--- src/rtl/ooo_pkg.sv ---
/*
 * Shared sizes, encodings and packet types for the out-of-order
 * completion and retirement core. Every RTL and testbench file imports
 * this package inside its module body.
 */
package ooo_pkg;

	////////////////////
	// sizes
	////////////////////
	localparam int XLEN            = 64;	// data and pc width
	localparam int ARF_SIZE        = 32;	// architectural registers
	localparam int ROB_DEPTH_DEF   = 8;
	localparam int ROB_DEPTH_MAX   = 16;	// largest depth the index can name
	localparam int MULT_STAGES_DEF = 4;

	typedef logic [$clog2(ARF_SIZE)-1:0]      arn_t;
	typedef logic [$clog2(ROB_DEPTH_MAX)-1:0] rob_idx_t;	// doubles as the result tag

	localparam arn_t ZERO_REG = 5'd31;	// writes here are dropped

	////////////////////
	// encodings
	////////////////////
	typedef enum logic [2:0] {
		ALU_ADD,
		ALU_SUB,
		ALU_AND,
		ALU_OR,
		ALU_BEQ		// branch if opa == opb, predicted not taken
	} alu_func_t;

	typedef enum logic {
		FU_ALU,
		FU_MULT
	} fu_sel_t;

	typedef enum logic [1:0] {
		OP_NORMAL,
		OP_HALT,
		OP_ILLEGAL
	} op_kind_t;

	typedef enum logic [1:0] {
		NO_ERROR,
		HALTED_ON_HALT,
		HALTED_ON_ILLEGAL
	} error_code_t;

	////////////////////
	// packets
	////////////////////
	typedef struct packed {
		logic [XLEN-1:0] pc;
		arn_t            dest;
		fu_sel_t         fu_sel;
		alu_func_t       alu_func;
		op_kind_t        kind;
		logic [XLEN-1:0] opa;
		logic [XLEN-1:0] opb;
	} disp_op_t;

	typedef struct packed {
		rob_idx_t        rob_idx;
		alu_func_t       alu_func;
		logic [XLEN-1:0] pc;
		logic [XLEN-1:0] opa;
		logic [XLEN-1:0] opb;
	} fu_req_t;

	typedef struct packed {
		logic            valid;
		rob_idx_t        rob_idx;
		logic [XLEN-1:0] value;
		logic            mispredict;	// taken branch, fetch went the wrong way
		logic [XLEN-1:0] target;
	} cdb_pkt_t;

	typedef struct packed {
		logic            valid;
		logic [XLEN-1:0] pc;
		arn_t            dest;
		logic            wr_en;
		logic [XLEN-1:0] value;
		op_kind_t        kind;
	} commit_pkt_t;

endpackage
--- src/rtl/cdb_arbiter.sv ---
/*
 * Fixed-priority routing of unit results onto the two common data bus
 * lanes. The ALU owns lane 0 when it has a result, and the multiplier
 * takes whichever lane is left. Grants are one cycle wide.
 */
`timescale 1ns/1ns
module cdb_arbiter (
	input  ooo_pkg::cdb_pkt_t alu_result,
	input  ooo_pkg::cdb_pkt_t mult_result,
	output logic              alu_grant,
	output logic              mult_grant,
	output ooo_pkg::cdb_pkt_t cdb0,
	output ooo_pkg::cdb_pkt_t cdb1
);
	import ooo_pkg::*;

	logic lane0_busy;	// lane 0 already taken this cycle

	////////////////////
	// lane 0
	////////////////////
	always_comb begin
		cdb0       = '0;
		alu_grant  = 1'b0;
		lane0_busy = 1'b0;
		if (alu_result.valid) begin
			cdb0       = alu_result;	// alu first
			alu_grant  = 1'b1;
			lane0_busy = 1'b1;
		end else if (mult_result.valid) begin
			cdb0 = mult_result;	// alu idle, mult drops to lane 0
		end
	end

	////////////////////
	// lane 1 and mult
	////////////////////
	always_comb begin
		cdb1       = '0;
		mult_grant = 1'b0;
		if (mult_result.valid) begin
			mult_grant = 1'b1;
			if (lane0_busy) begin
				cdb1 = mult_result;	// alu holds lane 0
			end
		end
	end

endmodule

--- config.mk ---
export PLATFORM = sky130hd
export DESIGN_NAME = cdb_arbiter
export DESIGN_NICKNAME = d
export VERILOG_FILES = /design/src/rtl/ooo_pkg.sv /design/src/rtl/cdb_arbiter.sv
export SDC_FILE = /design/constraint.sdc
export NUM_CORES = 1
export LEC_CHECK = 0
export BUFFER_PORTS_ARGS = -buffer_cell sky130_fd_sc_hd__buf_2
export CORE_AREA = 2 2 212 214
export DETAILED_ROUTE_END_ITERATION = 16
export DIE_AREA = 0 0 214 216
export SKIP_LAST_GASP = 1
export SYNTH_ARGS = -nofsm -noshare
export SYNTH_HDL_FRONTEND = slang
export SYNTH_SLANG_ARGS = --single-unit
--- constraint.sdc ---
create_clock -name vclk -period 1.3
set_input_delay 0.195 -clock vclk [all_inputs]
set_output_delay 0.195 -clock vclk [all_outputs]
set_load 0.01 [all_outputs]
==> impl_metrics.tcl <==
set metrics [dict create \
    status "complete, but fails checks" \
    violations "negative setup slack" \
    critical_path.max_stage_delay_ps 180 \
    grt_util_met1_pct 8.20 \
    maxSlewViolCount 0 \
    grt_overflow_total 0 \
    synth_top_area_share_pct 48.2 \
    grt_max_degree 51 \
    area_growth_pct 154 \
    path_delay_family "buffers and inverters" \
    hp-class "in2out" \
    holdBufCountCts 0 \
    setup-tns-final_ps -369 \
    drc 0 \
    cp_data_arrival_time_ps 1130 \
    synth_nets 603 \
    crit_top_cell "buf_12" \
    min_to "cdb0[129]" \
    cp.depth 6 \
    setup_violations 38 \
    worstPathMaxFanout 17 \
    finalHoldViolations 0 \
    design.seq.count 0 \
    worstMarginPinSlew_ps 198 \
    synth_xor_xnor_area_share_pct 0 \
    powerDensity_nw_per_um2 350 \
    register_area_um2 0 \
    crit_chain "buf_8, nor2b_4, buf_12, buf_12, a22o_1, buf_2" \
    fp.dieW_um 214 \
    hold_start "alu_result[129]" \
    yosys-top-cells-area "a22o_1, and3_1, buf_6" \
    timing.fmax_mhz 756 \
    path_class "in2out" \
    critPathSlowestCell "nor2b_4" \
    nets 1130 \
    met3_usage_pct 1.11 \
    holdPathStages 4 \
    routed-via-count 5116 \
    cp-end-kind "primary output" \
    fin_crit_ps 1320 \
    yosys.area.top_type "a22o_1" \
    synth-compound-area-share_pct 48.6 \
    port_buffers 538 \
    crit_required_ps 1110 \
    nFillCells 5067 \
    synth-simple-area-share_pct 36.5 \
    peakVddDrop_v 0.000101 \
    ant_nets 0 \
    yosysWarningCount 0 \
    synthTopCellsByCount "and3_1, a22o_1, clkbuf_1, buf_2, buf_6" \
    vias_per_cell 3.52 \
    yosysSeqAreaShare_pct 0 \
    cp-start-kind "input pin" \
    avgRoutedWirePerCell_um 13.5 \
    fp.dieH_um 216 \
    drtIter0Drc 217 \
    dp_hpwl_um 16100 \
    grt_pass1_vias 4541 \
    syn_avg_cell_area_um2 7.11 \
    fin_crit_sh_pct 102 \
    yosysMostFrequentCell "and3_1" \
    p_leak_nw 3.91 \
    start_util_pct 5.43 \
    grt_util_all_layers_pct 6.90 \
    synthMuxAreaShare_pct 0 \
    path_buf_inv 4 \
    syn_area_um2 2380 \
    synthesis.instances 335 \
    grt_pass1_wl_um 25600 \
    n_clock_buffer 0 \
    ios 538 \
    drv_cap 0 \
    slew_headroom_pct 86.8 \
    grt_use_met2_pct 12.1 \
    antenna_found_initial 3 \
    dieArea_um2 46200 \
    worst_slack_ps -22.3 \
    hold_ws_ps 678 \
    num_rows 77 \
    gp_congestion 0.912 \
    drive_above_1_share_pct 68.5 \
    synth_top_family_by_area "compound AO/OA/AOI/OAI gates" \
    yosys.cell_types.count 12 \
    yosys.area_share.adder_pct 0 \
    wirelength_um 19600 \
    core_area_um2 43800 \
    grt_most_used_layer "met2" \
    rsz0062_at_grt "true" \
    dr.pass1.iters 4 \
]
[placed cells by master, fill, tap and decap left out, drive strengths merged]
cell    Yosys  final
buf        34    584
and3      133    133
a22o      131    131
nand2       4      4
clkbuf     28      3
o21ai       2      2
diode       0      1
nor2b       1      1
and2        1      1
or2         1      1
[through the flow]
| stage | setup WS [ps] | cell area, µm² | utilization, % | std cells | power [mW] |
|---|---|---|---|---|---|
| 6_report | -22.3 | 6040 | 13.8 | 1453 | 2.11 |
| 5_1_grt | -70.7 | 6040 | 13.8 | 1453 | 2.25 |
| 4_1_cts | -52.9 | 5920 | 13.5 | 1447 | 2.06 |
| 3_5_place_dp | -63.2 | 5890 | 13.4 | 1445 | 2.03 |
| 3_3_place_gp | -49.0 | 5890 | 13.4 | 1445 | 2.04 |
| 2_1_floorplan | 130 | 2380 | - | 335 | 0.926 |
[worst max-delay path by stage]
| stage | from | to |
|---|---|---|
| 4_1_cts | mult_result[133] | cdb0[24] |
| 5_1_grt | alu_result[133] | cdb0[123] |
| 3_3_place_gp | mult_result[133] | cdb0[69] |
| 6_report | alu_result[133] | cdb0[98] |
| 2_1_floorplan | alu_result[133] | cdb0[100] |
| 3_5_place_dp | mult_result[133] | cdb0[69] |
[where the power goes]
part | switching (mW) | internal [mW] | total [mW] | leakage [nW]
logic | 1.05 | 1.07 | 2.11 | 3.91
registers | 0 | 0 | 0 | 0
clock network | 0 | 0.000000103 | 0.000000103 | 0.00000634
total | 1.05 | 1.07 | 2.11 | 3.91
[kinds of logic (layout without fill, tap and decap cells)]
| family | after synthesis | after routing |
|---|---|---|
| AND/OR/NAND/NOR | 140 | 140 |
| AO/OA/AOI/OAI | 133 | 133 |
| other | 0 | 1 |
| buffers and inverters | 62 | 587 |
[area by class of cell]
class                           instances  area (µm²)  share of cell area, %
Tap cell                              592         741                   12.3
Antenna cell                            1        2.50                 0.0414
Timing Repair Buffer                  587        3260                   54.1
Multi-Input combinational cell        273        2030                   33.6
[metal layers]
| layer | wire, µm | up-vias |
|---|---|---|
| li1 | - | 2406 |
| met1 | 7780 | 2309 |
| met2 | 9090 | 361 |
| met3 | 1820 | 36 |
| met4 | 909 | 4 |
| met5 | 27 | - |
[timing repair]
item                       CTS  global route
cloned                       1             4
setup buffers                1             1
setup endpoints to repair   45           143
gates resized for setup      1             5
pin swaps                    0             2
Note: power is estimated with default switching activity, not from simulation.
