File: src/rtl/ooo_pkg.sv
/*
 * Shared sizes, encodings and packet types for the out-of-order
 * completion and retirement core. Every RTL and testbench file imports
 * this package inside its module body.
 */
package ooo_pkg;

	////////////////////
	// sizes
	////////////////////
	localparam int XLEN            = 64;	// data and pc width
	localparam int ARF_SIZE        = 32;	// architectural registers
	localparam int ROB_DEPTH_DEF   = 8;
	localparam int ROB_DEPTH_MAX   = 16;	// largest depth the index can name
	localparam int MULT_STAGES_DEF = 4;

	typedef logic [$clog2(ARF_SIZE)-1:0]      arn_t;
	typedef logic [$clog2(ROB_DEPTH_MAX)-1:0] rob_idx_t;	// doubles as the result tag

	localparam arn_t ZERO_REG = 5'd31;	// writes here are dropped

	////////////////////
	// encodings
	////////////////////
	typedef enum logic [2:0] {
		ALU_ADD,
		ALU_SUB,
		ALU_AND,
		ALU_OR,
		ALU_BEQ		// branch if opa == opb, predicted not taken
	} alu_func_t;

	typedef enum logic {
		FU_ALU,
		FU_MULT
	} fu_sel_t;

	typedef enum logic [1:0] {
		OP_NORMAL,
		OP_HALT,
		OP_ILLEGAL
	} op_kind_t;

	typedef enum logic [1:0] {
		NO_ERROR,
		HALTED_ON_HALT,
		HALTED_ON_ILLEGAL
	} error_code_t;

	////////////////////
	// packets
	////////////////////
	typedef struct packed {
		logic [XLEN-1:0] pc;
		arn_t            dest;
		fu_sel_t         fu_sel;
		alu_func_t       alu_func;
		op_kind_t        kind;
		logic [XLEN-1:0] opa;
		logic [XLEN-1:0] opb;
	} disp_op_t;

	typedef struct packed {
		rob_idx_t        rob_idx;
		alu_func_t       alu_func;
		logic [XLEN-1:0] pc;
		logic [XLEN-1:0] opa;
		logic [XLEN-1:0] opb;
	} fu_req_t;

	typedef struct packed {
		logic            valid;
		rob_idx_t        rob_idx;
		logic [XLEN-1:0] value;
		logic            mispredict;	// taken branch, fetch went the wrong way
		logic [XLEN-1:0] target;
	} cdb_pkt_t;

	typedef struct packed {
		logic            valid;
		logic [XLEN-1:0] pc;
		arn_t            dest;
		logic            wr_en;
		logic [XLEN-1:0] value;
		op_kind_t        kind;
	} commit_pkt_t;

endpackage
File: src/rtl/halt_status.sv
/*
 * Retirement status. Latches the first halt or illegal op seen at commit
 * as a sticky error code and counts every retired entry.
 */
`timescale 1ns/1ns
module halt_status (
	input  logic                 clock,
	input  logic                 arst_n,
	input  ooo_pkg::commit_pkt_t commit0,
	input  ooo_pkg::commit_pkt_t commit1,
	output logic                 halted,
	output ooo_pkg::error_code_t error_status,
	output logic [31:0]          retired_count
);
	import ooo_pkg::*;

	error_code_t error_q;
	logic [31:0] retired_q;

	function automatic error_code_t kind_to_err(input op_kind_t k);
		return (k == OP_ILLEGAL) ? HALTED_ON_ILLEGAL : HALTED_ON_HALT;
	endfunction

	always_ff @(posedge clock or negedge arst_n) begin
		if (!arst_n) begin
			error_q   <= NO_ERROR;
			retired_q <= '0;
		end else begin
			if (error_q == NO_ERROR) begin	// first one wins, then sticky
				if (commit0.valid && commit0.kind != OP_NORMAL)
					error_q <= kind_to_err(commit0.kind);
				else if (commit1.valid && commit1.kind != OP_NORMAL)
					error_q <= kind_to_err(commit1.kind);
			end
			retired_q <= retired_q + 32'(commit0.valid) + 32'(commit1.valid);
		end
	end

	assign halted        = (error_q != NO_ERROR);	// back to the rob
	assign error_status  = error_q;
	assign retired_count = retired_q;

endmodule

File: config.mk
export PLATFORM = sky130hd
export DESIGN_NAME = halt_status
export DESIGN_NICKNAME = d
export VERILOG_FILES = /design/src/rtl/ooo_pkg.sv /design/src/rtl/halt_status.sv
export SDC_FILE = /design/constraint.sdc
export NUM_CORES = 1
export LEC_CHECK = 0
export BUFFER_PORTS_ARGS = -buffer_cell sky130_fd_sc_hd__buf_4
export CELL_PAD_IN_SITES_DETAIL_PLACEMENT = 0
export CELL_PAD_IN_SITES_GLOBAL_PLACEMENT = 2
export CORE_MARGIN = 3
export CORE_UTILIZATION = 11
export CTS_CLUSTER_DIAMETER = 60
export CTS_CLUSTER_SIZE = 25
export DETAILED_ROUTE_END_ITERATION = 8
export GPL_TIMING_DRIVEN = 0
export PLACE_DENSITY = 0.87
export SYNTH_ARGS = -nofsm -noshare
export SYNTH_HDL_FRONTEND = slang
export SYNTH_SLANG_ARGS = --single-unit
File: constraint.sdc
create_clock -name clock -period 3.1 [get_ports clock]
set_input_delay 0.62 -clock clock [delete_from_list [all_inputs] [get_ports clock]]
set_output_delay 0.62 -clock clock [all_outputs]
set_load 0.005 [all_outputs]
==> results.toml <==
[status]
status = "finished, final reports clean"

[timing]
period_share_pct = 79.0
max_freq_mhz = 408
slew_headroom_pct = 63.3
timing.final.hold_violations = 0
fin_crit_ns = 2.45
tightest_slew_ns = 0.546
fin_worst_skew_ns = 0.00599
finalSetupViolations = 0
rsz0062_at_grt = "no"
finalSetupTns_ns = 0
maxSlewViolCount = 0

[pwr]
power_density_mw_per_mm2 = 586
leakage_nw = 1.04
vdd_drop_max_v = 0.000360

[worst_setup_path]
end_kind = "flip-flop"
crit_family = "simple AND/OR/NAND/NOR gates"
rr_worst_depth = 8
path_cells = "buf_4 > inv_1 > fa_1 > inv_1 > ha_1 > nand3_1 > nor4_2 > nand4_1 > xnor2_1"
r2r_start = "retired_count[0]"
path_class = "in -> reg"
crit_fanout = 5
reg2reg_to = "retired_count[24]"
cp_slowest_cell = "nor4_2"
critPathMaxStageDelay_ns = 0.49
r2r_setup_slack_ns = 0.86
cp-start-kind = "input pin"
worstPathArrival_ns = 2.61
critPathMostFrequentCell = "inv_1"
cp_data_required_time_ns = 3.26
crit_buf_inv = 3

[detailed_routing]
totalWireLength_um = 4470
postRouteAntennaNets = 0
drc = 0
routedWlPerCell_um = 12.2
drtIter0Drc = 34
viasPerCell = 3.24
vias = 1193
dr.pass1.iters = 4

[cts]
clk_latency_ns = 0.28
cts_made_buffers = 5
cts.reportedPaths.clkPinSlew_ns = 0.06
cts_resized = 0
cts_setup_buffers = 0
cts_sinks = 34
clockBufferDepth = 2
htree_levels = 2
cts_tree = "yes"
postCtsHoldBufs = 0
clockRootBuffer = "clkbuf_16"

[floorplanning]
ioPinCount = 311
coreArea_mm2 = 0.0141
fp-row-count = 43
die_h_um = 127
start_util_pct = 11.4
die_w_um = 127
dieArea_mm2 = 0.0161

[grt]
antenna_found_initial = 0
grt_max_degree = 35
grt_pass1_vias = 1289
grt_util_all_layers_pct = 5.73
grt_pass1_wl_um = 7290
overflow = 0

[logic_synthesis]
synth.cell_area_mm2 = 0.00160
ys_seq_elements = 34
yosys_warnings = 0
syn-num-nets = 416
synthCells = 138
yosysSeqAreaShare_pct = 53.0
syn_avg_cell_area_um2 = 11.6
synth.distinct_cells = 28

[layout]
nFillCells = 1584
final_common_cell = "buf_4"
multiInputGateArea_um2 = 712
ff_latch_area_um2 = 851
drive_above_1_share_pct = 33.0
utilization_pct = 16.3
final_cell_mix = "buf_4 (42), dfrtp_1 (34), xnor2_1 (25), nand4_1 (10), nand3_1 (9)"
antenna_cells = 0
syn2layout_area_growth_pct = 42.9
fin_nets = 465

[place]
port_buffers = 42
gp_congestion = 0.682
place_hpwl_um = 3500

[job]
max_cap_viol_count = 0

[worst_hold_path]
hp-class = "in -> async"
## report_power, final
| part | leakage (nW) | internal (mW) | switching, mW |
|---|---|---|---|
| clock network | 0.0739 | 0.318 | 0.182 |
| registers | 0.448 | 0.506 | 0.0934 |
| logic | 0.523 | 0.136 | 0.107 |
## worst max path at each step
| stage | start | end | slack [ns] | depth (start not counted) |
|---|---|---|---|---|
| floorplan | commit0[136] | retired_count[24] | 0.90 | 8 |
| global placement | commit0[136] | retired_count[24] | 0.36 | 9 |
| detailed placement | commit0[136] | retired_count[24] | 0.31 | 9 |
| CTS | commit0[136] | retired_count[24] | 0.61 | 9 |
| global route | commit0[136] | retired_count[24] | 0.44 | 9 |
| finish | commit0[136] | retired_count[24] | 0.65 | 9 |
## logic make-up (layout without fill, tap and decap cells)
logic type | Yosys count | after routing | synth area share (%)
AND/OR/NAND/NOR | 55 | 55 | 22.9
flip-flops | 34 | 34 | 53.0
XOR/XNOR | 30 | 30 | 16.4
buffers and inverters | 9 | 59 | 2.57
AO/OA/AOI/OAI | 8 | 8 | 3.12
adder cells (fa/ha/maj) | 2 | 2 | 2.03
## state kept, by name, summed over array words and instances, names as in the netlist
name,flops
error_status,2
retired_count,32
## per-stage QoR
| stage | instance area, um^2 | setup slack (ns) | power, mW | std cells | hold slack, ns |
|---|---|---|---|---|---|
| floorplan | 1600 | 0.897 | 0.685 | 138 | 0.324 |
| finish | 2290 | 0.651 | 1.34 | 368 | 0.290 |
| global placement | 2140 | 0.364 | 0.844 | 360 | 0.473 |
| CTS | 2290 | 0.606 | 1.37 | 368 | 0.310 |
| detailed placement | 2140 | 0.306 | 0.855 | 360 | 0.479 |
| global route | 2290 | 0.442 | 1.42 | 368 | 0.328 |
## synth_stat cells
cell type   n  area [um^2]
and3_1      5         31.3
a21o_1      3         22.5
nand3_1     9         45.0
a22oi_1     1         7.51
dfrtp_1    34          851
ha_1        1         12.5
buf_6       1         11.3
nor4_4      1         21.3
or3_1       1         6.26
xnor2_1    25          219
nand2_1     8         30.0
nor4_2      1         12.5
nand4b_2    1         15.0
xor2_1      5         43.8
fa_1        1         20.0
and4_2      1         10.0
inv_1       8         30.0
a21oi_1     2         10.0
nand4_2     2         25.0
and3_2      3         22.5
nor3_4      1         16.3
nand3_4     1         17.5
o21ai_0     2         10.0
or2_2       1         6.26
nand4_1    10         62.6
nor3_1      2         10.0
and2_1      2         12.5
nor2_1      6         22.5
## routing by layer
layer	wire [um]	up-vias	track usage [%]
met5	0	-	0
met4	0	0	0.946
met3	347	0	2.48
met1	2350	580	8.58
met2	1770	37	7.63
li1	-	576	-
## cell type report
class / instances / share of cell area (%)
Buffer: 1 / 0.491
Clock buffer: 7 / 6.22
Clock inverter: 1 / 0.218
Inverter: 8 / 1.31
Multi-Input combinational cell: 95 / 31.1
Sequential cell: 34 / 37.1
Tap cell: 180 / 9.83
Timing Repair Buffer: 42 / 13.8
(Power assumes the default switching activity.)
