## config.mk

```make
export PLATFORM = sky130hd
export DESIGN_NAME = rob
export DESIGN_NICKNAME = d
export VERILOG_FILES = /design/src/rtl/ooo_pkg.sv /design/src/rtl/rob.sv
export SDC_FILE = /design/constraint.sdc
export NUM_CORES = 2
export LEC_CHECK = 0
export ABC_AREA = 1
export ABC_CLOCK_PERIOD_IN_PS = 8800
export BUFFER_PORTS_ARGS = -buffer_cell sky130_fd_sc_hd__buf_2
export CAP_MARGIN = 5
export CORE_MARGIN = 2
export CORE_UTILIZATION = 54
export DETAILED_ROUTE_END_ITERATION = 10
export PLACE_DENSITY = 0.77
export SETUP_SLACK_MARGIN = 0.4
export SYNTH_ARGS = -nofsm -noshare
export SYNTH_HDL_FRONTEND = slang
export SYNTH_SLANG_ARGS = --single-unit
export TNS_END_PERCENT = 100
```

## constraint.sdc

```tcl
create_clock -name clock -period 8.8 [get_ports clock]
set_input_delay 0.88 -clock clock [delete_from_list [all_inputs] [get_ports clock]]
set_output_delay 0.88 -clock clock [all_outputs]
set_load 0.05 [all_outputs]
```

## src/rtl/ooo_pkg.sv

```systemverilog
/*
 * Shared sizes, encodings and packet types for the out-of-order
 * completion and retirement core. Every RTL and testbench file imports
 * this package inside its module body.
 */
package ooo_pkg;

	////////////////////
	// sizes
	////////////////////
	localparam int XLEN            = 64;	// data and pc width
	localparam int ARF_SIZE        = 32;	// architectural registers
	localparam int ROB_DEPTH_DEF   = 8;
	localparam int ROB_DEPTH_MAX   = 16;	// largest depth the index can name
	localparam int MULT_STAGES_DEF = 4;

	typedef logic [$clog2(ARF_SIZE)-1:0]      arn_t;
	typedef logic [$clog2(ROB_DEPTH_MAX)-1:0] rob_idx_t;	// doubles as the result tag

	localparam arn_t ZERO_REG = 5'd31;	// writes here are dropped

	////////////////////
	// encodings
	////////////////////
	typedef enum logic [2:0] {
		ALU_ADD,
		ALU_SUB,
		ALU_AND,
		ALU_OR,
		ALU_BEQ		// branch if opa == opb, predicted not taken
	} alu_func_t;

	typedef enum logic {
		FU_ALU,
		FU_MULT
	} fu_sel_t;

	typedef enum logic [1:0] {
		OP_NORMAL,
		OP_HALT,
		OP_ILLEGAL
	} op_kind_t;

	typedef enum logic [1:0] {
		NO_ERROR,
		HALTED_ON_HALT,
		HALTED_ON_ILLEGAL
	} error_code_t;

	////////////////////
	// packets
	////////////////////
	typedef struct packed {
		logic [XLEN-1:0] pc;
		arn_t            dest;
		fu_sel_t         fu_sel;
		alu_func_t       alu_func;
		op_kind_t        kind;
		logic [XLEN-1:0] opa;
		logic [XLEN-1:0] opb;
	} disp_op_t;

	typedef struct packed {
		rob_idx_t        rob_idx;
		alu_func_t       alu_func;
		logic [XLEN-1:0] pc;
		logic [XLEN-1:0] opa;
		logic [XLEN-1:0] opb;
	} fu_req_t;

	typedef struct packed {
		logic            valid;
		rob_idx_t        rob_idx;
		logic [XLEN-1:0] value;
		logic            mispredict;	// taken branch, fetch went the wrong way
		logic [XLEN-1:0] target;
	} cdb_pkt_t;

	typedef struct packed {
		logic            valid;
		logic [XLEN-1:0] pc;
		arn_t            dest;
		logic            wr_en;
		logic [XLEN-1:0] value;
		op_kind_t        kind;
	} commit_pkt_t;

endpackage
```

## src/rtl/rob.sv

```systemverilog
/*
 * Circular reorder buffer. Allocates one entry per dispatch, marks
 * entries complete from the two bus lanes, retires up to two entries per
 * cycle in order, and flushes everything younger than a committing
 * mispredicted branch.
 */
`timescale 1ns/1ns
module rob #(
	parameter int ROB_DEPTH = 8
) (
	input  logic                        clock,
	input  logic                        arst_n,
	input  logic                        alloc,
	input  ooo_pkg::disp_op_t           alloc_op,
	input  ooo_pkg::cdb_pkt_t           cdb0,
	input  ooo_pkg::cdb_pkt_t           cdb1,
	input  logic                        halted,	// retirement frozen
	output ooo_pkg::rob_idx_t           tail_idx,	// tag for the op being dispatched
	output logic                        full,
	output logic                        flush,
	output logic                        redirect_valid,
	output logic [ooo_pkg::XLEN-1:0]    redirect_pc,
	output ooo_pkg::commit_pkt_t        commit0,
	output ooo_pkg::commit_pkt_t        commit1
);
	import ooo_pkg::*;

	localparam int PTR_W = $clog2(ROB_DEPTH);

	typedef logic [PTR_W-1:0] slot_t;
	typedef logic [PTR_W:0]   ptr_t;	// slot plus wrap bit

	ptr_t                 head_q, tail_q;
	slot_t                h0, h1, tail_slot;
	logic [ROB_DEPTH-1:0] valid_q, complete_q;
	logic [ROB_DEPTH-1:0] is_branch_q, mispredict_q;
	logic [XLEN-1:0]      pc_q     [ROB_DEPTH];
	arn_t                 dest_q   [ROB_DEPTH];
	op_kind_t             kind_q   [ROB_DEPTH];
	logic [XLEN-1:0]      value_q  [ROB_DEPTH];
	logic [XLEN-1:0]      target_q [ROB_DEPTH];
	cdb_pkt_t             lane     [2];
	logic                 c0, c1;	// commit head, commit head+1

	function automatic commit_pkt_t pack_commit(input slot_t s);
		commit_pkt_t p;
		p.valid = 1'b1;
		p.pc    = pc_q[s];
		p.dest  = dest_q[s];
		p.wr_en = (dest_q[s] != ZERO_REG) && !is_branch_q[s];	// branches write nothing
		p.value = value_q[s];
		p.kind  = kind_q[s];
		return p;
	endfunction

	assign tail_slot = tail_q[PTR_W-1:0];
	assign tail_idx  = rob_idx_t'(tail_slot);
	assign full      = (head_q[PTR_W] != tail_q[PTR_W]) && (head_q[PTR_W-1:0] == tail_slot);

	always_comb begin
		lane[0] = cdb0;
		lane[1] = cdb1;
	end

	////////////////////
	// commit select
	////////////////////
	always_comb begin
		h0 = head_q[PTR_W-1:0];
		h1 = h0 + 1'b1;	// wraps with the slot width
		c0 = valid_q[h0] && complete_q[h0] && !halted;
		// second slot only behind a plain op, and only a plain op itself
		c1 = c0 && kind_q[h0] == OP_NORMAL && !mispredict_q[h0]
			&& valid_q[h1] && complete_q[h1]
			&& kind_q[h1] == OP_NORMAL && !mispredict_q[h1];
		flush          = c0 && is_branch_q[h0] && mispredict_q[h0];
		redirect_valid = flush;
		redirect_pc    = flush ? target_q[h0] : '0;
		commit0        = c0 ? pack_commit(h0) : '0;
		commit1        = c1 ? pack_commit(h1) : '0;
	end

	////////////////////
	// pointers and flags
	////////////////////
	always_ff @(posedge clock or negedge arst_n) begin
		if (!arst_n) begin
			head_q     <= '0;
			tail_q     <= '0;
			valid_q    <= '0;
			complete_q <= '0;
		end else if (flush) begin
			// branch retires alone, everything behind it is dropped
			valid_q <= '0;
			head_q  <= head_q + ptr_t'(1);
			tail_q  <= head_q + ptr_t'(1);
		end else begin
			if (alloc) begin
				valid_q[tail_slot]    <= 1'b1;
				complete_q[tail_slot] <= (alloc_op.kind != OP_NORMAL);	// halt/illegal never execute
				tail_q                <= tail_q + ptr_t'(1);
			end
			for (int l = 0; l < 2; l++) begin
				if (lane[l].valid && valid_q[slot_t'(lane[l].rob_idx)])
					complete_q[slot_t'(lane[l].rob_idx)] <= 1'b1;
			end
			if (c0)
				valid_q[h0] <= 1'b0;
			if (c1)
				valid_q[h1] <= 1'b0;
			head_q <= head_q + ptr_t'(c0) + ptr_t'(c1);
		end
	end

	// entry payload
	always_ff @(posedge clock) begin
		if (alloc) begin
			pc_q[tail_slot]         <= alloc_op.pc;
			dest_q[tail_slot]       <= alloc_op.dest;
			kind_q[tail_slot]       <= alloc_op.kind;
			is_branch_q[tail_slot]  <= alloc_op.kind == OP_NORMAL
				&& alloc_op.fu_sel == FU_ALU && alloc_op.alu_func == ALU_BEQ;
			mispredict_q[tail_slot] <= 1'b0;
			value_q[tail_slot]      <= '0;
			target_q[tail_slot]     <= '0;
		end
		for (int l = 0; l < 2; l++) begin
			if (lane[l].valid) begin
				value_q[slot_t'(lane[l].rob_idx)]      <= lane[l].value;
				mispredict_q[slot_t'(lane[l].rob_idx)] <= lane[l].mispredict;
				target_q[slot_t'(lane[l].rob_idx)]     <= lane[l].target;
			end
		end
	end

endmodule

```

==> Flow_metrics.wiki <==
{| class="wikitable"
! Metric !! Value
|-
| Number of global-route vias before repair || 70,300
|-
| Number of enable-type register cells in the synthesized netlist || between 1,500 and 2,000
|-
| Async set-reset flop share out of synthesis || 1.47%
|-
| Hpwl dp || 166,000 um
|-
| Post-CTS Resized || 0
|-
| Slew Limit Fails || 0
|-
| Tcrit/Tclk final || between 80 and 90%
|-
| Post-detailed-route count of antenna-violating nets || 0
|-
| Die width || around 400 um
|-
| Critical path cell sequence || clkinv_2 > nor2_4 > nand2_1 > nand2_1 > nor2_1 > nand2_1 > nand2_4 > nor2_1 > nand2_4 > buf_4 > nor2_1 > buf_2
|-
| Portion of synthesized cell area occupied by the leading cell type || around 60%
|-
| Detailed Route Iter0 Violations || between 10,000 and 15,000
|-
| Via density || approximately 7.2
|-
| Setup Fix Bufs, Post-CTS || 0
|-
| Effective utilization at floorplan || between 50% and 60%
|-
| Sum of overflow across all layers after global routing || 0
|-
| Worst hold path class || primary input to asynchronous set/reset pin
|-
| Hold Buf Count CTS || 0
|-
| Area enclosed by the die boundary || ~150,000 um^2
|-
| Routed vias || approximately 73,000
|-
| Remaining routing DRC violations || 0
|-
| Final #Nets || roughly 8,500
|-
| Antenna violations before repair || 100
|-
| Worst hold-check slack || slightly above 0.06 ns
|-
| Cell types with the largest area share after synthesis || sky130_fd_sc_hd__edfxtp_1 (60%), sky130_fd_sc_hd__o22ai_1 (7.3%), sky130_fd_sc_hd__o21ai_0 (7.1%)
|-
| All-Layer GR Usage || between 40% and 50%
|-
| Cell area power density || roughly 350 nW/um^2
|-
| Nature of the critical path endpoint || output pin
|-
| Post-DR wirelength/cell || 31.0 um
|-
| Count of placed standard cells including taps || approximately 9,800
|-
| Most common flop cell mapped by yosys || sky130_fd_sc_hd__edfxtp_1
|-
| Row Count || about 140
|-
| Yosys warnings || 0
|-
| Slowest Stage Delay on Critical Path || between 0.9 and 1 ns
|-
| Maximum number of pins on one net before global-route repair || 130
|-
| Setup CP Type || flip-flop to output pin
|-
| Mean cell area of the mapped netlist || a little over 10 um^2
|-
| Maximum fanout encountered on the critical timing path || 71
|-
| Die extent in y || around 390 um
|-
| Leak Pwr || 31.6 nW
|-
| Actual transition at the worst max-transition pin || between 1 and 1.5 ns
|-
| Aggregate routed wire length || approximately 320,000 um
|-
| Skew final || just under 0.04 ns
|-
| Worst IR Drop VDD || 0.806 mV
|-
| CP Buf/Inv Count || 3
|-
| Crit path required time || about 8 ns
|-
| Number of port buffers || roughly 700
|-
| Outcome || complete, no violations
|-
| Final weighted congestion in routability-driven placement || about 0.95
|-
| Clock sink total || 1,632
|-
| Setup repair after global routing missed its margin || no
|-
| Synth Register Bits || 1,632
|-
| Clock tree from TritonCTS || done
|-
| Master of the slowest instance on the critical path || sky130_fd_sc_hd__dfrtp_4
|-
| Wire length of the first global-routing pass || ~450,000 um
|-
| Portion of the post-synthesis area used by sequential elements || ~60%
|-
| Latest clock arrival within the worst-skew pair || between 0.8 and 0.9 ns
|-
| Final non-filler cell total || ~10,000
|-
| Commonest non-fill, non-tap cells in the layout || sky130_fd_sc_hd__edfxtp_1 (1,600), sky130_fd_sc_hd__o21ai_0 (1,141), sky130_fd_sc_hd__nand3_1 (1,076)
|-
| Fraction of layout instances using a drive strength above 1 || 15.4%
|-
| Setup Total Neg Slack || 0 ns
|-
| CP delay by family, top || simple AND/OR/NAND/NOR gates
|-
| Number of buffers between clock root and the deepest sink || 3
|-
| Synth-to-layout area growth || 11.9%
|-
| Cell taking the most area after synthesis || sky130_fd_sc_hd__edfxtp_1
|-
| Count of different cell masters after synthesis || 46
|-
| Count of endpoints failing setup in the final report || 0
|-
| Clock buffer count from CTS || 170
|-
| First drt pass iteration count || 8
|-
| Clock input transition at the sequential cells of the worst setup and hold paths || 0.06 ns
|-
| Number of endpoints with negative hold slack in the final report || 0
|-
| Top achievable clock speed || about 130 MHz
|-
| Headroom to the max-slew limit || a little over a fifth
|-
| Root buffer cell || sky130_fd_sc_hd__clkbuf_16
|-
| Number of top-level pins || 820
|-
| Commonest non-fill, non-tap cell in the layout || sky130_fd_sc_hd__edfxtp_1
|-
| Area inside the core boundary || 147,000 um^2
|-
| H-tree depth || 4
|-
| Final critical delay including setup and external delays || 7.72 ns
|-
| # Max-Cap Violations || 0
|-
| Syn Inst Count || 7,910
|-
| Critical path launch point type || flip-flop
|-
| Share of the core filled with cells in the final layout || roughly three fifths
|-
| Crit path DAT || a little under 7 ns
|-
| Area of the mapped netlist || about 80,000 um^2
|}
==> stage by stage <==
step	power (W)	worst slack (ns)	area [um^2]
finish	0.0314	1.08	89400
global route	0.0319	0.970	89300
CTS	0.0305	1.39	89200
detailed placement	0.0235	2.26	83800
global placement	0.0233	2.27	83800
floorplan	0.0185	1.33	79900
==> kinds of logic (layout without fill, tap and decap cells) <==
group / Yosys count / count (layout) / synth area share, %
AND/OR/NAND/NOR: 2740 / 2740 / 15.9
AO/OA/AOI/OAI: 2323 / 2323 / 16.8
flip-flops: 1632 / 1632 / 61.1
buffers and inverters: 1204 / 1494 / 6.10
XOR/XNOR: 6 / 6 / 0.0658
adder cells (fa/ha/maj): 4 / 4 / 0.0720
other: 1 / 74 / 0.00469
==> flip-flops by register name, indices dropped and copies added, names as in the netlist, 16 cells and up <==
name and count:
pc_q 512, target_q 512, value_q 512, dest_q 40, kind_q 16
==> synthesized netlist by cell type (all sizes together) (4+ instances only) <==
master and instances:
o21bai 5, and3 23, clkinv 8, inv 385, o22a 28, edfxtp 1600
dfrtp 24, o2111ai 16, xor2 5, nand3 1082, a21oi 64, nor2 704
o22ai 931, buf 168, o221ai 78, nand4 56, nor3 42, clkbuf 643
o21ai 1141, nor4 124, or2 180, o211ai 39, nand2 524, a31oi 4
dfxtp 8, o21a 11
==> worst paths after layout <==
kind                               startpoint            end  slack [ns]  cells after the start
worst min register to register  complete_q[0]  complete_q[0]        0.53                      2
worst max-delay path                head_q[0]    commit1[62]        1.08                     12
worst min-delay path                   arst_n      tail_q[3]        0.06                      1
min in group clock              alloc_op[198]    pc_q[2][59]        0.29                      1
worst max register to register      head_q[0]      head_q[2]        2.50                     15
max in group asynchronous              arst_n      head_q[0]        8.28                      1
==> per-layer routing <==
layer  vias up  global-route usage (%)  share of wire (%)
met5         -                       0               0.16
met4        82                    27.3                7.2
met3      1738                    14.9                 18
met2      7582                    60.0                 43
met1     34000                    49.5                 31
li1      29900                       -                  -
==> power breakdown <==
| group | switching, W | total [W] | internal [W] |
|---|---|---|---|
| registers | 0.000549 | 0.0104 | 0.00986 |
| clock network | 0.00318 | 0.00714 | 0.00397 |
| logic | 0.0108 | 0.0139 | 0.00311 |
==> area by class of cell <==
type,instances,area [um^2]
Antenna cell,71,178
Inverter,393,1570
Clock inverter,93,948
Clock buffer,212,4450
Timing Repair Buffer,796,4460
Tap cell,1930,2410
Fill cell,11500,57900
Multi-Input combinational cell,5076,26500
Sequential cell,1632,48800
Note: power is estimated with default switching activity, not from simulation.
